`src/hdl/core_pkg.sv`:
```
package core_pkg;

    // Datapath and register file
    localparam int XLEN = 32;
    localparam int NUM_REGS = 8;
    localparam int REG_IDX_W = 3;

    // Both cache buses carry word addresses, byte address bits 31:2
    localparam int ADDR_WIDTH = 30;
    localparam int WORD_SIZE = 4;
    localparam int ICACHE_TAG_WIDTH = 4;
    localparam int DCACHE_TAG_WIDTH = 3;

    localparam int DCR_ADDR_WIDTH = 12;
    localparam int DCR_DATA_WIDTH = 32;
    localparam logic [DCR_ADDR_WIDTH-1:0] DCR_STARTUP_ADDR = 12'h001;
    localparam logic [DCR_ADDR_WIDTH-1:0] DCR_START = 12'h002;

    // Any opcode not listed here executes as a NOP
    localparam logic [3:0] OP_ADDI = 4'd1;
    localparam logic [3:0] OP_LW = 4'd2;
    localparam logic [3:0] OP_SW = 4'd3;
    localparam logic [3:0] OP_BNEZ = 4'd4;
    localparam logic [3:0] OP_EBREAK = 4'd15;

    // Fetch FSM states
    localparam logic [2:0] FS_IDLE = 3'd0;
    localparam logic [2:0] FS_REQUEST = 3'd1;
    localparam logic [2:0] FS_WAIT_RSP = 3'd2;
    localparam logic [2:0] FS_ISSUED = 3'd3;
    localparam logic [2:0] FS_WAIT_DONE = 3'd4;

    // Execute FSM states
    localparam logic [1:0] XS_IDLE = 2'd0;
    localparam logic [1:0] XS_REQ = 2'd1;
    localparam logic [1:0] XS_RSP = 2'd2;

    // The register field after the opcode is rd for most formats but rs2 for stores
    typedef union packed {
        struct packed {
            logic [3:0]           opcode;
            logic [REG_IDX_W-1:0] rd;
            logic [REG_IDX_W-1:0] rs1;
            logic [5:0]           pad;
            logic [15:0]          imm;
        } i_fmt;
        struct packed {
            logic [3:0]           opcode;
            logic [REG_IDX_W-1:0] rs2;
            logic [REG_IDX_W-1:0] rs1;
            logic [5:0]           pad;
            logic [15:0]          imm;
        } s_fmt;
    } instr_t;

endpackage

```
`src/hdl/mem_bus_if.sv`:
```
interface mem_bus_if import core_pkg::*; #(
    parameter int TAG_WIDTH = 1
) ();

    // Request channel
    logic                  req_valid;
    logic                  req_rw;
    logic [WORD_SIZE-1:0]  req_byteen;
    logic [ADDR_WIDTH-1:0] req_addr;
    logic [XLEN-1:0]       req_data;
    logic [TAG_WIDTH-1:0]  req_tag;
    logic                  req_ready;

    // Response channel
    logic                  rsp_valid;
    logic [XLEN-1:0]       rsp_data;
    logic [TAG_WIDTH-1:0]  rsp_tag;
    logic                  rsp_ready;

    modport core (
        output req_valid, req_rw, req_byteen, req_addr, req_data, req_tag, rsp_ready,
        input  req_ready, rsp_valid, rsp_data, rsp_tag
    );

    modport mem (
        input  req_valid, req_rw, req_byteen, req_addr, req_data, req_tag, rsp_ready,
        output req_ready, rsp_valid, rsp_data, rsp_tag
    );

endinterface

```
`src/hdl/issue_if.sv`:
```
interface issue_if import core_pkg::*; ();

    // Fetch to execute, valid is a single-cycle pulse
    logic            valid;
    instr_t          instr;
    logic [XLEN-1:0] pc;

    // Execute to fetch, all fields qualified by done
    logic            done;
    logic            redirect;
    logic [XLEN-1:0] target;
    logic            halt;

    modport fetch (
        output valid, instr, pc,
        input  done, redirect, target, halt
    );

    modport exec (
        input  valid, instr, pc,
        output done, redirect, target, halt
    );

endinterface

```
`src/hdl/dcr_regs.sv`:
```
module dcr_regs import core_pkg::*; (
    input  logic                      clk,
    input  logic                      rst_n,
    input  logic                      write_valid,
    input  logic [DCR_ADDR_WIDTH-1:0] write_addr,
    input  logic [DCR_DATA_WIDTH-1:0] write_data,
    output logic [XLEN-1:0]           startup_addr,
    output logic                      start
);

    logic startup_wr;

    assign startup_wr = write_valid && (write_addr == DCR_STARTUP_ADDR);

    // Startup byte address, kept until it is written again
    always_ff @(posedge clk or negedge rst_n) begin
        if (!rst_n) begin
            startup_addr <= '0;
        end else if (startup_wr) begin
            startup_addr <= XLEN'(write_data);
        end
    end

    // The DCR strobe lasts one cycle, so the start pulse does too
    assign start = write_valid && (write_addr == DCR_START) && write_data[0];

endmodule

```
`src/hdl/fetch_unit.sv`:
```
module fetch_unit import core_pkg::*; (
    input  logic            clk,
    input  logic            rst_n,
    input  logic            start,
    input  logic [XLEN-1:0] startup_addr,
    mem_bus_if.core         icache,
    issue_if.fetch          issue,
    output logic            busy
);

    logic [2:0]                  state;
    logic [XLEN-1:0]             pc;
    logic [ICACHE_TAG_WIDTH-1:0] tag;
    logic                        running;
    logic                        rsp_hit;
    instr_t                      instr_q;

    // Stale responses carry an older tag and are consumed without effect
    assign rsp_hit = icache.rsp_valid && icache.rsp_ready && (icache.rsp_tag == tag);

    always_ff @(posedge clk or negedge rst_n) begin
        if (!rst_n) begin
            state <= FS_IDLE;
            pc <= '0;
            tag <= '0;
            running <= 1'b0;
        end else begin
            case (state)
                FS_IDLE: begin
                    // Start is only honored here, so a start while running is ignored
                    if (start) begin
                        pc <= startup_addr;
                        running <= 1'b1;
                        state <= FS_REQUEST;
                    end
                end
                FS_REQUEST: begin
                    if (icache.req_ready) begin
                        state <= FS_WAIT_RSP;
                    end
                end
                FS_WAIT_RSP: begin
                    if (rsp_hit) begin
                        tag <= tag + 1'b1;
                        state <= FS_ISSUED;
                    end
                end
                FS_ISSUED: begin
                    state <= FS_WAIT_DONE;
                end
                FS_WAIT_DONE: begin
                    if (issue.done) begin
                        if (issue.halt) begin
                            running <= 1'b0;
                            state <= FS_IDLE;
                        end else begin
                            pc <= issue.redirect ? issue.target : pc + XLEN'(WORD_SIZE);
                            state <= FS_REQUEST;
                        end
                    end
                end
                default: state <= FS_IDLE;
            endcase
        end
    end

    always_ff @(posedge clk) begin
        if (rsp_hit) begin
            instr_q <= icache.rsp_data;
        end
    end

    // Fetches are plain word reads
    assign icache.req_valid = (state == FS_REQUEST);
    assign icache.req_rw = 1'b0;
    assign icache.req_byteen = '1;
    assign icache.req_addr = pc[XLEN-1:2];
    assign icache.req_data = '0;
    assign icache.req_tag = tag;
    assign icache.rsp_ready = (state == FS_WAIT_RSP);

    assign issue.valid = (state == FS_ISSUED);
    assign issue.instr = instr_q;
    assign issue.pc = pc;

    assign busy = running;

endmodule

```
`src/hdl/exec_unit.sv`:
```
module exec_unit import core_pkg::*; (
    input  logic clk,
    input  logic rst_n,
    input  logic start,
    issue_if.exec   issue,
    mem_bus_if.core dcache,
    output logic sim_ebreak
);

    logic [1:0]                  state;
    logic [XLEN-1:0]             regs [NUM_REGS];
    logic [3:0]                  opcode;
    logic [REG_IDX_W-1:0]        rd;
    logic [REG_IDX_W-1:0]        rs1;
    logic [REG_IDX_W-1:0]        rs2;
    logic [15:0]                 imm;
    logic [XLEN-1:0]             imm_ext;
    logic [XLEN-1:0]             rs1_val;
    logic [XLEN-1:0]             rs2_val;
    logic [XLEN-1:0]             sum;
    logic                        is_mem;
    logic                        wr_en;
    logic [REG_IDX_W-1:0]        wr_idx;
    logic [XLEN-1:0]             wr_data;
    logic                        done_q;
    logic                        redirect_q;
    logic                        halt_q;
    logic [XLEN-1:0]             target_q;
    logic                        req_rw_q;
    logic [ADDR_WIDTH-1:0]       req_addr_q;
    logic [XLEN-1:0]             req_data_q;
    logic [DCACHE_TAG_WIDTH-1:0] req_tag_q;

    // Stores read the register after the opcode through the s_fmt view as rs2
    always_comb begin
        opcode = issue.instr.i_fmt.opcode;
        rd = issue.instr.i_fmt.rd;
        rs1 = issue.instr.i_fmt.rs1;
        imm = issue.instr.i_fmt.imm;
        rs2 = issue.instr.s_fmt.rs2;
    end

    assign imm_ext = {{(XLEN-16){imm[15]}}, imm};
    assign rs1_val = (rs1 == '0) ? '0 : regs[rs1];
    assign rs2_val = (rs2 == '0) ? '0 : regs[rs2];

    // ADDI result and load/store byte address share one adder
    assign sum = rs1_val + imm_ext;
    assign is_mem = (opcode == OP_LW) || (opcode == OP_SW);

    // Single write port, ADDI writes at issue and a load writes when its data returns
    always_comb begin
        wr_en = 1'b0;
        wr_idx = rd;
        wr_data = sum;
        if (issue.valid && (opcode == OP_ADDI)) begin
            wr_en = 1'b1;
        end else if (dcache.rsp_valid && dcache.rsp_ready) begin
            wr_en = 1'b1;
            wr_idx = dcache.rsp_tag;
            wr_data = dcache.rsp_data;
        end
    end

    always_ff @(posedge clk) begin
        if (wr_en && (wr_idx != '0)) begin
            regs[wr_idx] <= wr_data;
        end
    end

    always_ff @(posedge clk or negedge rst_n) begin
        if (!rst_n) begin
            state <= XS_IDLE;
            done_q <= 1'b0;
            redirect_q <= 1'b0;
            halt_q <= 1'b0;
            sim_ebreak <= 1'b0;
        end else begin
            done_q <= 1'b0;
            if (start) begin
                sim_ebreak <= 1'b0;
            end
            case (state)
                XS_IDLE: begin
                    if (issue.valid) begin
                        redirect_q <= (opcode == OP_BNEZ) && (rs1_val != '0);
                        halt_q <= (opcode == OP_EBREAK);
                        if (opcode == OP_EBREAK) begin
                            sim_ebreak <= 1'b1;
                        end
                        if (is_mem) begin
                            state <= XS_REQ;
                        end else begin
                            done_q <= 1'b1;
                        end
                    end
                end
                XS_REQ: begin
                    // A store completes at the handshake, a load waits for data
                    if (dcache.req_ready) begin
                        if (req_rw_q) begin
                            done_q <= 1'b1;
                            state <= XS_IDLE;
                        end else begin
                            state <= XS_RSP;
                        end
                    end
                end
                XS_RSP: begin
                    if (dcache.rsp_valid) begin
                        done_q <= 1'b1;
                        state <= XS_IDLE;
                    end
                end
                default: state <= XS_IDLE;
            endcase
        end
    end

    // Request fields are captured once at issue and held through back-pressure
    always_ff @(posedge clk) begin
        if ((state == XS_IDLE) && issue.valid) begin
            target_q <= issue.pc + {imm_ext[XLEN-3:0], 2'b00};
            req_rw_q <= (opcode == OP_SW);
            req_addr_q <= sum[XLEN-1:2];
            req_data_q <= rs2_val;
            req_tag_q <= rd;
        end
    end

    assign dcache.req_valid = (state == XS_REQ);
    assign dcache.req_rw = req_rw_q;
    assign dcache.req_byteen = '1;
    assign dcache.req_addr = req_addr_q;
    assign dcache.req_data = req_data_q;
    assign dcache.req_tag = req_tag_q;
    assign dcache.rsp_ready = (state == XS_RSP);

    assign issue.done = done_q;
    assign issue.redirect = redirect_q;
    assign issue.target = target_q;
    assign issue.halt = halt_q;

endmodule

```
`src/hdl/core_top.sv`:
```
module core_top import core_pkg::*; (
    input  logic                        clk,
    input  logic                        rst_n,

    input  logic                        dcr_write_valid,
    input  logic [DCR_ADDR_WIDTH-1:0]   dcr_write_addr,
    input  logic [DCR_DATA_WIDTH-1:0]   dcr_write_data,

    output logic                        icache_req_valid,
    output logic                        icache_req_rw,
    output logic [WORD_SIZE-1:0]        icache_req_byteen,
    output logic [ADDR_WIDTH-1:0]       icache_req_addr,
    output logic [XLEN-1:0]             icache_req_data,
    output logic [ICACHE_TAG_WIDTH-1:0] icache_req_tag,
    input  logic                        icache_req_ready,
    input  logic                        icache_rsp_valid,
    input  logic [XLEN-1:0]             icache_rsp_data,
    input  logic [ICACHE_TAG_WIDTH-1:0] icache_rsp_tag,
    output logic                        icache_rsp_ready,

    output logic                        dcache_req_valid,
    output logic                        dcache_req_rw,
    output logic [WORD_SIZE-1:0]        dcache_req_byteen,
    output logic [ADDR_WIDTH-1:0]       dcache_req_addr,
    output logic [XLEN-1:0]             dcache_req_data,
    output logic [DCACHE_TAG_WIDTH-1:0] dcache_req_tag,
    input  logic                        dcache_req_ready,
    input  logic                        dcache_rsp_valid,
    input  logic [XLEN-1:0]             dcache_rsp_data,
    input  logic [DCACHE_TAG_WIDTH-1:0] dcache_rsp_tag,
    output logic                        dcache_rsp_ready,

    output logic                        sim_ebreak,
    output logic                        busy
);

    logic [XLEN-1:0] startup_addr;
    logic            start;

    mem_bus_if #(.TAG_WIDTH(ICACHE_TAG_WIDTH)) icache_bus_if ();
    mem_bus_if #(.TAG_WIDTH(DCACHE_TAG_WIDTH)) dcache_bus_if ();
    issue_if issue_bus_if ();

    // Instruction cache port
    assign icache_req_valid = icache_bus_if.req_valid;
    assign icache_req_rw = icache_bus_if.req_rw;
    assign icache_req_byteen = icache_bus_if.req_byteen;
    assign icache_req_addr = icache_bus_if.req_addr;
    assign icache_req_data = icache_bus_if.req_data;
    assign icache_req_tag = icache_bus_if.req_tag;
    assign icache_bus_if.req_ready = icache_req_ready;
    assign icache_bus_if.rsp_valid = icache_rsp_valid;
    assign icache_bus_if.rsp_data = icache_rsp_data;
    assign icache_bus_if.rsp_tag = icache_rsp_tag;
    assign icache_rsp_ready = icache_bus_if.rsp_ready;

    // Data cache port
    assign dcache_req_valid = dcache_bus_if.req_valid;
    assign dcache_req_rw = dcache_bus_if.req_rw;
    assign dcache_req_byteen = dcache_bus_if.req_byteen;
    assign dcache_req_addr = dcache_bus_if.req_addr;
    assign dcache_req_data = dcache_bus_if.req_data;
    assign dcache_req_tag = dcache_bus_if.req_tag;
    assign dcache_bus_if.req_ready = dcache_req_ready;
    assign dcache_bus_if.rsp_valid = dcache_rsp_valid;
    assign dcache_bus_if.rsp_data = dcache_rsp_data;
    assign dcache_bus_if.rsp_tag = dcache_rsp_tag;
    assign dcache_rsp_ready = dcache_bus_if.rsp_ready;

    dcr_regs dcr_regs_i (
        .clk          (clk),
        .rst_n        (rst_n),
        .write_valid  (dcr_write_valid),
        .write_addr   (dcr_write_addr),
        .write_data   (dcr_write_data),
        .startup_addr (startup_addr),
        .start        (start)
    );

    fetch_unit fetch_unit_i (
        .clk          (clk),
        .rst_n        (rst_n),
        .start        (start),
        .startup_addr (startup_addr),
        .icache       (icache_bus_if),
        .issue        (issue_bus_if),
        .busy         (busy)
    );

    exec_unit exec_unit_i (
        .clk        (clk),
        .rst_n      (rst_n),
        .start      (start),
        .issue      (issue_bus_if),
        .dcache     (dcache_bus_if),
        .sim_ebreak (sim_ebreak)
    );

endmodule

```
`config.mk`:
```
export PLATFORM = sky130hd
export DESIGN_NAME = core_top
export DESIGN_NICKNAME = d
export VERILOG_FILES = /design/src/hdl/core_pkg.sv /design/src/hdl/mem_bus_if.sv /design/src/hdl/issue_if.sv /design/src/hdl/dcr_regs.sv /design/src/hdl/fetch_unit.sv /design/src/hdl/exec_unit.sv /design/src/hdl/core_top.sv
export SDC_FILE = /design/constraint.sdc
export NUM_CORES = 1
export LEC_CHECK = 0
export BUFFER_PORTS_ARGS = -buffer_cell sky130_fd_sc_hd__buf_2
export CORE_MARGIN = 2
export CORE_UTILIZATION = 40
export CTS_CLUSTER_DIAMETER = 120
export CTS_CLUSTER_SIZE = 20
export DETAILED_ROUTE_END_ITERATION = 10
export PLACE_DENSITY = 0.55
export SYNTH_ARGS = -nofsm -noshare
export SYNTH_HDL_FRONTEND = slang
export SYNTH_SLANG_ARGS = --single-unit
```
`constraint.sdc`:
```
create_clock -name clk -period 5.25 [get_ports clk]
set_input_delay 0.525 -clock clk [delete_from_list [all_inputs] [get_ports clk]]
set_output_delay 0.525 -clock clk [all_outputs]
set_load 0.01 [all_outputs]
```
==> results of run 1 <==
==> critical path, stage by stage (launching register included) <==
cell	delay [ns]
dfxtp_4	0.43
buf_12	0.24
mux4_2	0.56
mux2i_1	0.18
nor2_1	0.08
ha_1	0.51
nand3_1	0.16
or3_2	0.48
a2111oi_0	0.46
buf_4	0.22
o31a_1	0.18
nor2_1	0.06
xnor2_1	0.37
mux2_2	0.32
==> cells by family (layout without fill, tap and decap cells) <==
group | count (synthesis) | after routing | share of synthesized area (%)
flip-flops | 455 | 455 | 56.4
AND/OR/NAND/NOR | 424 | 424 | 8.40
AO/OA/AOI/OAI | 353 | 353 | 9.87
multiplexers | 223 | 223 | 15.0
buffers and inverters | 186 | 348 | 3.92
XOR/XNOR | 79 | 79 | 2.94
adder cells (fa/ha/maj) | 64 | 64 | 3.47
other | 2 | 76 | 0.0319
==> layout make-up <==
cell class,instances,share of cell area [%]
tap,765,3.65
clock buffer,34,2.59
clock inverter,3,0.191
inverter,55,0.796
timing repair buffer,256,5.38
antenna,3,0.0286
sequential,455,50.5
multi-input combinational,1216,36.8
==> metrics by stage <==
| stage | power (mW) | cells | area [µm²] | setup WS, ns | hold slack [ns] |
|---|---|---|---|---|---|
| 2_1_floorplan | 5.29 | 1857 | 23800 | 0.955 | 0.229 |
| 3_3_place_gp | 5.73 | 2747 | 25500 | 0.736 | 0.461 |
| 3_5_place_dp | 5.76 | 2747 | 25500 | 0.750 | 0.469 |
| 4_1_cts | 7.88 | 2784 | 26200 | 0.715 | 0.0751 |
| 5_1_grt | 8.16 | 2785 | 26200 | 0.563 | 0.0835 |
| 6_report | 7.81 | 2787 | 26300 | 0.833 | 0.0844 |
==> worst min path at each step <==
stage | start | slack (ns) | to
floorplan | rst_n | 0.23 | dcr_regs_i.startup_addr[10]$_DFFE_PN0P_
global placement | exec_unit_i.sim_ebreak$_DFF_PN0_ | 0.46 | exec_unit_i.sim_ebreak$_DFF_PN0_
detailed placement | exec_unit_i.sim_ebreak$_DFF_PN0_ | 0.47 | exec_unit_i.sim_ebreak$_DFF_PN0_
CTS | icache_rsp_data[26] | 0.08 | fetch_unit_i.issue.instr[26]$_DFFE_PP_
global route | icache_rsp_data[26] | 0.08 | fetch_unit_i.issue.instr[26]$_DFFE_PP_
finish | rst_n | 0.08 | dcr_regs_i.startup_addr[21]$_DFFE_PN0P_
==> state kept, by name (all words and copies together) (netlist names), named ones only <==
name                         cells
dcr_regs_i.startup_addr         30
exec_unit_i.dcache.req_addr     30
exec_unit_i.dcache.req_data     32
exec_unit_i.dcache.req_rw        1
exec_unit_i.dcache.req_tag       3
exec_unit_i.issue.done           1
exec_unit_i.issue.halt           1
exec_unit_i.issue.redirect       1
exec_unit_i.issue.target        30
exec_unit_i.regs               256
exec_unit_i.sim_ebreak           1
exec_unit_i.state                2
fetch_unit_i.busy                1
fetch_unit_i.icache.req_tag      4
fetch_unit_i.issue.instr        26
fetch_unit_i.issue.pc           30
fetch_unit_i.state               3
==> cell usage in the layout (no fill, tap or decap), drive strengths merged, types with 11 or more instances in the layout <==
cell type	instances
edfxtp	378
buf	256
nand2	138
a21oi	133
nor2	127
mux4	96
mux2	76
dfrtp	74
conb	73
ha	62
o21ai	62
inv	56
xnor2	53
mux2i	51
clkbuf	34
a221oi	32
a21o	32
nand3	31
xor2	26
nor3	22
nand4	19
nor4	18
and3	14
a211oi	12
o21a	11
nor2b	11
==> per-layer routing <==
layer	up-vias	global-route usage [%]	part of all wire (%)
met1	8034	28.6	43
li1	7165	-	-
met3	69	2.04	4.5
met4	2	3.67	1.7
met5	-	0	0.020
met2	359	37.8	51
==> where the power goes <==
group / switching, mW / total, mW / internal, mW / leakage, nW
registers: 0.163 / 4.34 / 4.18 / 4.45
logic: 0.830 / 1.33 / 0.503 / 5.22
clock network: 1.17 / 2.13 / 0.959 / 0.356
total: 2.16 / 7.81 / 5.64 / 10.0
==> out/results.ini, run 1 <==
[outcome]
status=complete, no violations

[die]
die_h_um=247
start_util_pct=40.6
die_area_mm2=0.0608
die_x_um=247
io_pins=269
num_rows=88
core_area_mm2=0.0579

[route]
detail_route.wl_per_cell_um=23.5
drcViolationCount=0
vias=15600
via_per_inst=5.61
drtPass1Iterations=5
first_iter_violations=1094
wirelength_mm=65.4
ant_nets=0

[sta]
drv_slew=0
setup_violations=0
rsz0062_at_grt=no
layout_min_cycle_time_ns=4.42
setup_tns_ns=0
tightest_slew_ns=1.09
fmax_ghz=0.226
finalCritPeriodShare_pct=84.1
max_slew_margin_pct=27.5
hold_viol_final=0
skew_ns=0.0296

[logic_synthesis]
synth.avg_cell_area_um2=13.2
yosysTopAreaCell=edfxtp_1
ys_seq_area_share_pct=56.4
ys.flop_type=edfxtp_1
yosys_warnings=0
synthTopCellsByArea=edfxtp_1, mux4_2, dfrtp_1
netlist_top_cells_count=edfxtp_1, nand2_1, a21oi_1
synth_most_common_cell=edfxtp_1
ys_ff_latch=455
synth-edff-count=378
syn_inst=1786
synth_top_area_share_pct=48.2
synth-async-reset-ratio_pct=16.3
syn_area_mm2=0.0235
synthDistinctLibCells=86

[clocking]
htree_levels=1
cts_buffers=26
cts_resized=0
clk-insertion-delay-late_ns=0.60
clock-sinks=455
clockBufferDepth=3
cts_tree=done
post-cts-setup-buffer-count=0
cts_root_buffer=clkbuf_16
cts_hold_buf=0
clk_pin_slew_ns=0.09

[critical_path]
startpoint_type=register
r2r_slack_ns=0.83
crit_arrival_ns=4.85
crit_end=exec_unit_i.regs[3][21]$_DFFE_PP_
path_max_fanout=24
required_ns=5.69
crit_type=register to register
cp-end-kind=register
r2r-end=exec_unit_i.regs[3][21]$_DFFE_PP_
rr_worst_depth=13

[cells_and_area]
nets=2196
regArea_mm2=0.0133
drive_gt1_share_pct=24.6
area_delta_synth_final_pct=11.6
fill_cells=5291
fin_util_pct=45.3
multiInputGateArea_mm2=0.00967

[global_routing]
grt_pass1_wl_mm=97.1
gr-usage-all-layers_pct=21.3
antenna_found_initial=3
grt_pass1_vias=15600
grt_max_degree=75
gr-total-overflow=0

[placed_design]
numPortBuffers=220
routabilityCongestion=0.851
dp_hpwl_mm=45.6

[flow_run]
maxCapViolations=0

[hold_path]
worstHoldPathType=input port to async pin

[power_and_ir_drop]
ir_drop_v=0.000227
power_density_mw_per_mm2=297
p_leak_nw=10.0

(Power assumes the default switching activity.)
==> inputs of run 2 (changes only) <==
--- a/config.mk
+++ b/config.mk
@@ -11,7 +11,7 @@
 export CTS_CLUSTER_DIAMETER = 120
 export CTS_CLUSTER_SIZE = 20
 export DETAILED_ROUTE_END_ITERATION = 10
-export PLACE_DENSITY = 0.55
+export PLACE_DENSITY = 0.57
 export SYNTH_ARGS = -nofsm -noshare
 export SYNTH_HDL_FRONTEND = slang
 export SYNTH_SLANG_ARGS = --single-unit
==> constraint.sdc (replaced) <==
create_clock -name clk -period 3.9 [get_ports clk]
set_input_delay 0.39 -clock clk [delete_from_list [all_inputs] [get_ports clk]]
set_output_delay 0.39 -clock clk [all_outputs]
set_load 0.01 [all_outputs]
==> out/results.ini, run 2 (synthesis results as in run 1) <==
[outcome]
status=finished, violations left
violations=negative setup slack

[die]
die_area_mm2=0.0608
start_util_pct=40.6
io_pins=269
die_x_um=247
num_rows=88
core_area_mm2=0.0579
die_h_um=247

[cells_and_area]
fin_util_pct=48.8
drive_gt1_share_pct=31.9
layout_common_cells=edfxtp_1, buf_2, buf_4
final_cells=2972
regMostFlops=exec_unit_i.regs
final_common_cell=edfxtp_1
largest_reg_flops=256
nets=2371
area_delta_synth_final_pct=20.1
regArea_mm2=0.0133
fill_cells=5146
multiInputGateArea_mm2=0.0101
final_area_mm2=0.0283

[global_routing]
gr-usage-all-layers_pct=21.4
grt_pass1_vias=16100
gr-total-overflow=0
antenna_found_initial=3
grt_pass1_wl_mm=98.3
grt_max_degree=75

[power_and_ir_drop]
p_leak_nw=11.0
ir_drop_v=0.000336
power_density_mw_per_mm2=379

[route]
wirelength_mm=66.5
vias=16200
via_per_inst=5.46
drtPass1Iterations=5
detail_route.wl_per_cell_um=22.4
drcViolationCount=0
first_iter_violations=1133
ant_nets=0

[placed_design]
routabilityCongestion=0.913
placed_cells=2878
numPortBuffers=220
place_area_mm2=0.0266
dp_hpwl_mm=46.5

[critical_path]
startpoint_type=register
crit_arrival_ns=4.23
required_ns=4.22
r2r-end=exec_unit_i.regs[4][21]$_DFFE_PP_
cp-end-kind=register
crit_type=register to register
crit_end=exec_unit_i.regs[4][21]$_DFFE_PP_
rr_worst_depth=13
r2r_slack_ns=-0.01
path_max_fanout=14

[sta]
finalCritPeriodShare_pct=100
rsz0062_at_grt=yes
drv_slew=0
layout_min_cycle_time_ns=3.91
setup_tns_ns=-0.115
hold_viol_final=0
setup_violations=15
fin_ws_ns=-0.0147
skew_ns=0.0277
max_slew_margin_pct=36.1
tightest_slew_ns=0.956
fmax_ghz=0.255
whs_ns=0.0305

[clocking]
cts_buffers=26
clock-sinks=455
clk_pin_slew_ns=0.09
clk-insertion-delay-late_ns=0.60
htree_levels=1
cts_root_buffer=clkbuf_16
cts_tree=done
clockBufferDepth=3

[hold_path]
worstHoldPathType=input port to register

[flow_run]
maxCapViolations=0

## run 2: cell types whose count changed in the layout (fill, tap and decap cells not counted), sizes merged
cell / previous run / this run
bufinv: 1 / 0
diode: 3 / 2
clkbuf: 34 / 47
buf: 256 / 405
clkinv: 1 / 0
dlygate4sd3: 0 / 26
## run 2: how the worst min path moves through the flow
stage                                           from                                       to  slack [ns]  cells after the start
floorplan                                      rst_n  dcr_regs_i.startup_addr[10]$_DFFE_PN0P_        0.09                      0
global placement    exec_unit_i.sim_ebreak$_DFF_PN0_         exec_unit_i.sim_ebreak$_DFF_PN0_        0.46                      1
detailed placement  exec_unit_i.sim_ebreak$_DFF_PN0_         exec_unit_i.sim_ebreak$_DFF_PN0_        0.50                      1
CTS                               dcr_write_data[23]  dcr_regs_i.startup_addr[23]$_DFFE_PN0P_      0.0004                      2
global route                      icache_rsp_data[3]    fetch_unit_i.issue.instr[3]$_DFFE_PP_        0.01                      1
finish                            dcr_write_data[23]  dcr_regs_i.startup_addr[23]$_DFFE_PN0P_        0.03                      2
## run 2: power by group
part	switching (mW)	leakage, nW	total [mW]	internal [mW]
clock	1.59	0.361	2.90	1.31
combinational	1.17	6.22	1.99	0.823
sequential	0.206	4.45	5.83	5.63
total	2.97	11.0	10.7	7.76
## run 2: per-layer routing
metal,track usage [%],up-vias,wire [µm]
li1,-,7520,-
met1,28.9,8228,29100
met2,37.4,399,33400
met3,2.22,75,2700
met4,4.75,0,1250
met5,0,-,0
## run 2: metrics by stage
stage                     total power [mW]  worst slack [ns]
after floorplan                       7.12            0.0267
after global placement                7.82            -0.186
after detailed placement              7.86            -0.258
after CTS                             10.8           -0.0527
after global routing                  11.2            -0.132
final                                 10.7           -0.0147
## run 2: timing repair
action,CTS,global route
buffers inserted,9,11
gates resized for setup,43,64
endpoints found under the hold margin,99,0
pin swaps,24,28
setup endpoints to repair,133,165
hold buffers,26,0
## run 2: final cells by class
cell class / instances / area share [%]
Multi-Input combinational cell: 1216 / 35.7
Sequential cell: 455 / 46.9
Antenna cell: 2 / 0.0177
Clock buffer: 47 / 2.66
Tap cell: 765 / 3.39
Timing Repair Buffer: 431 / 10.6
Clock inverter: 1 / 0.0221
Inverter: 55 / 0.739
## run 2: worst max-delay path, cell delays in order, from the launching register on
cell and delay (ns):
dfxtp_4 0.40, buf_12 0.19, mux4_2 0.56, mux2i_1 0.20
nor2_1 0.08, ha_1 0.30, nand3_1 0.15, or3_2 0.54
a2111oi_4 0.27, o31a_1 0.26, nor2_1 0.08, xnor2_1 0.13
buf_4 0.15, mux2_2 0.33
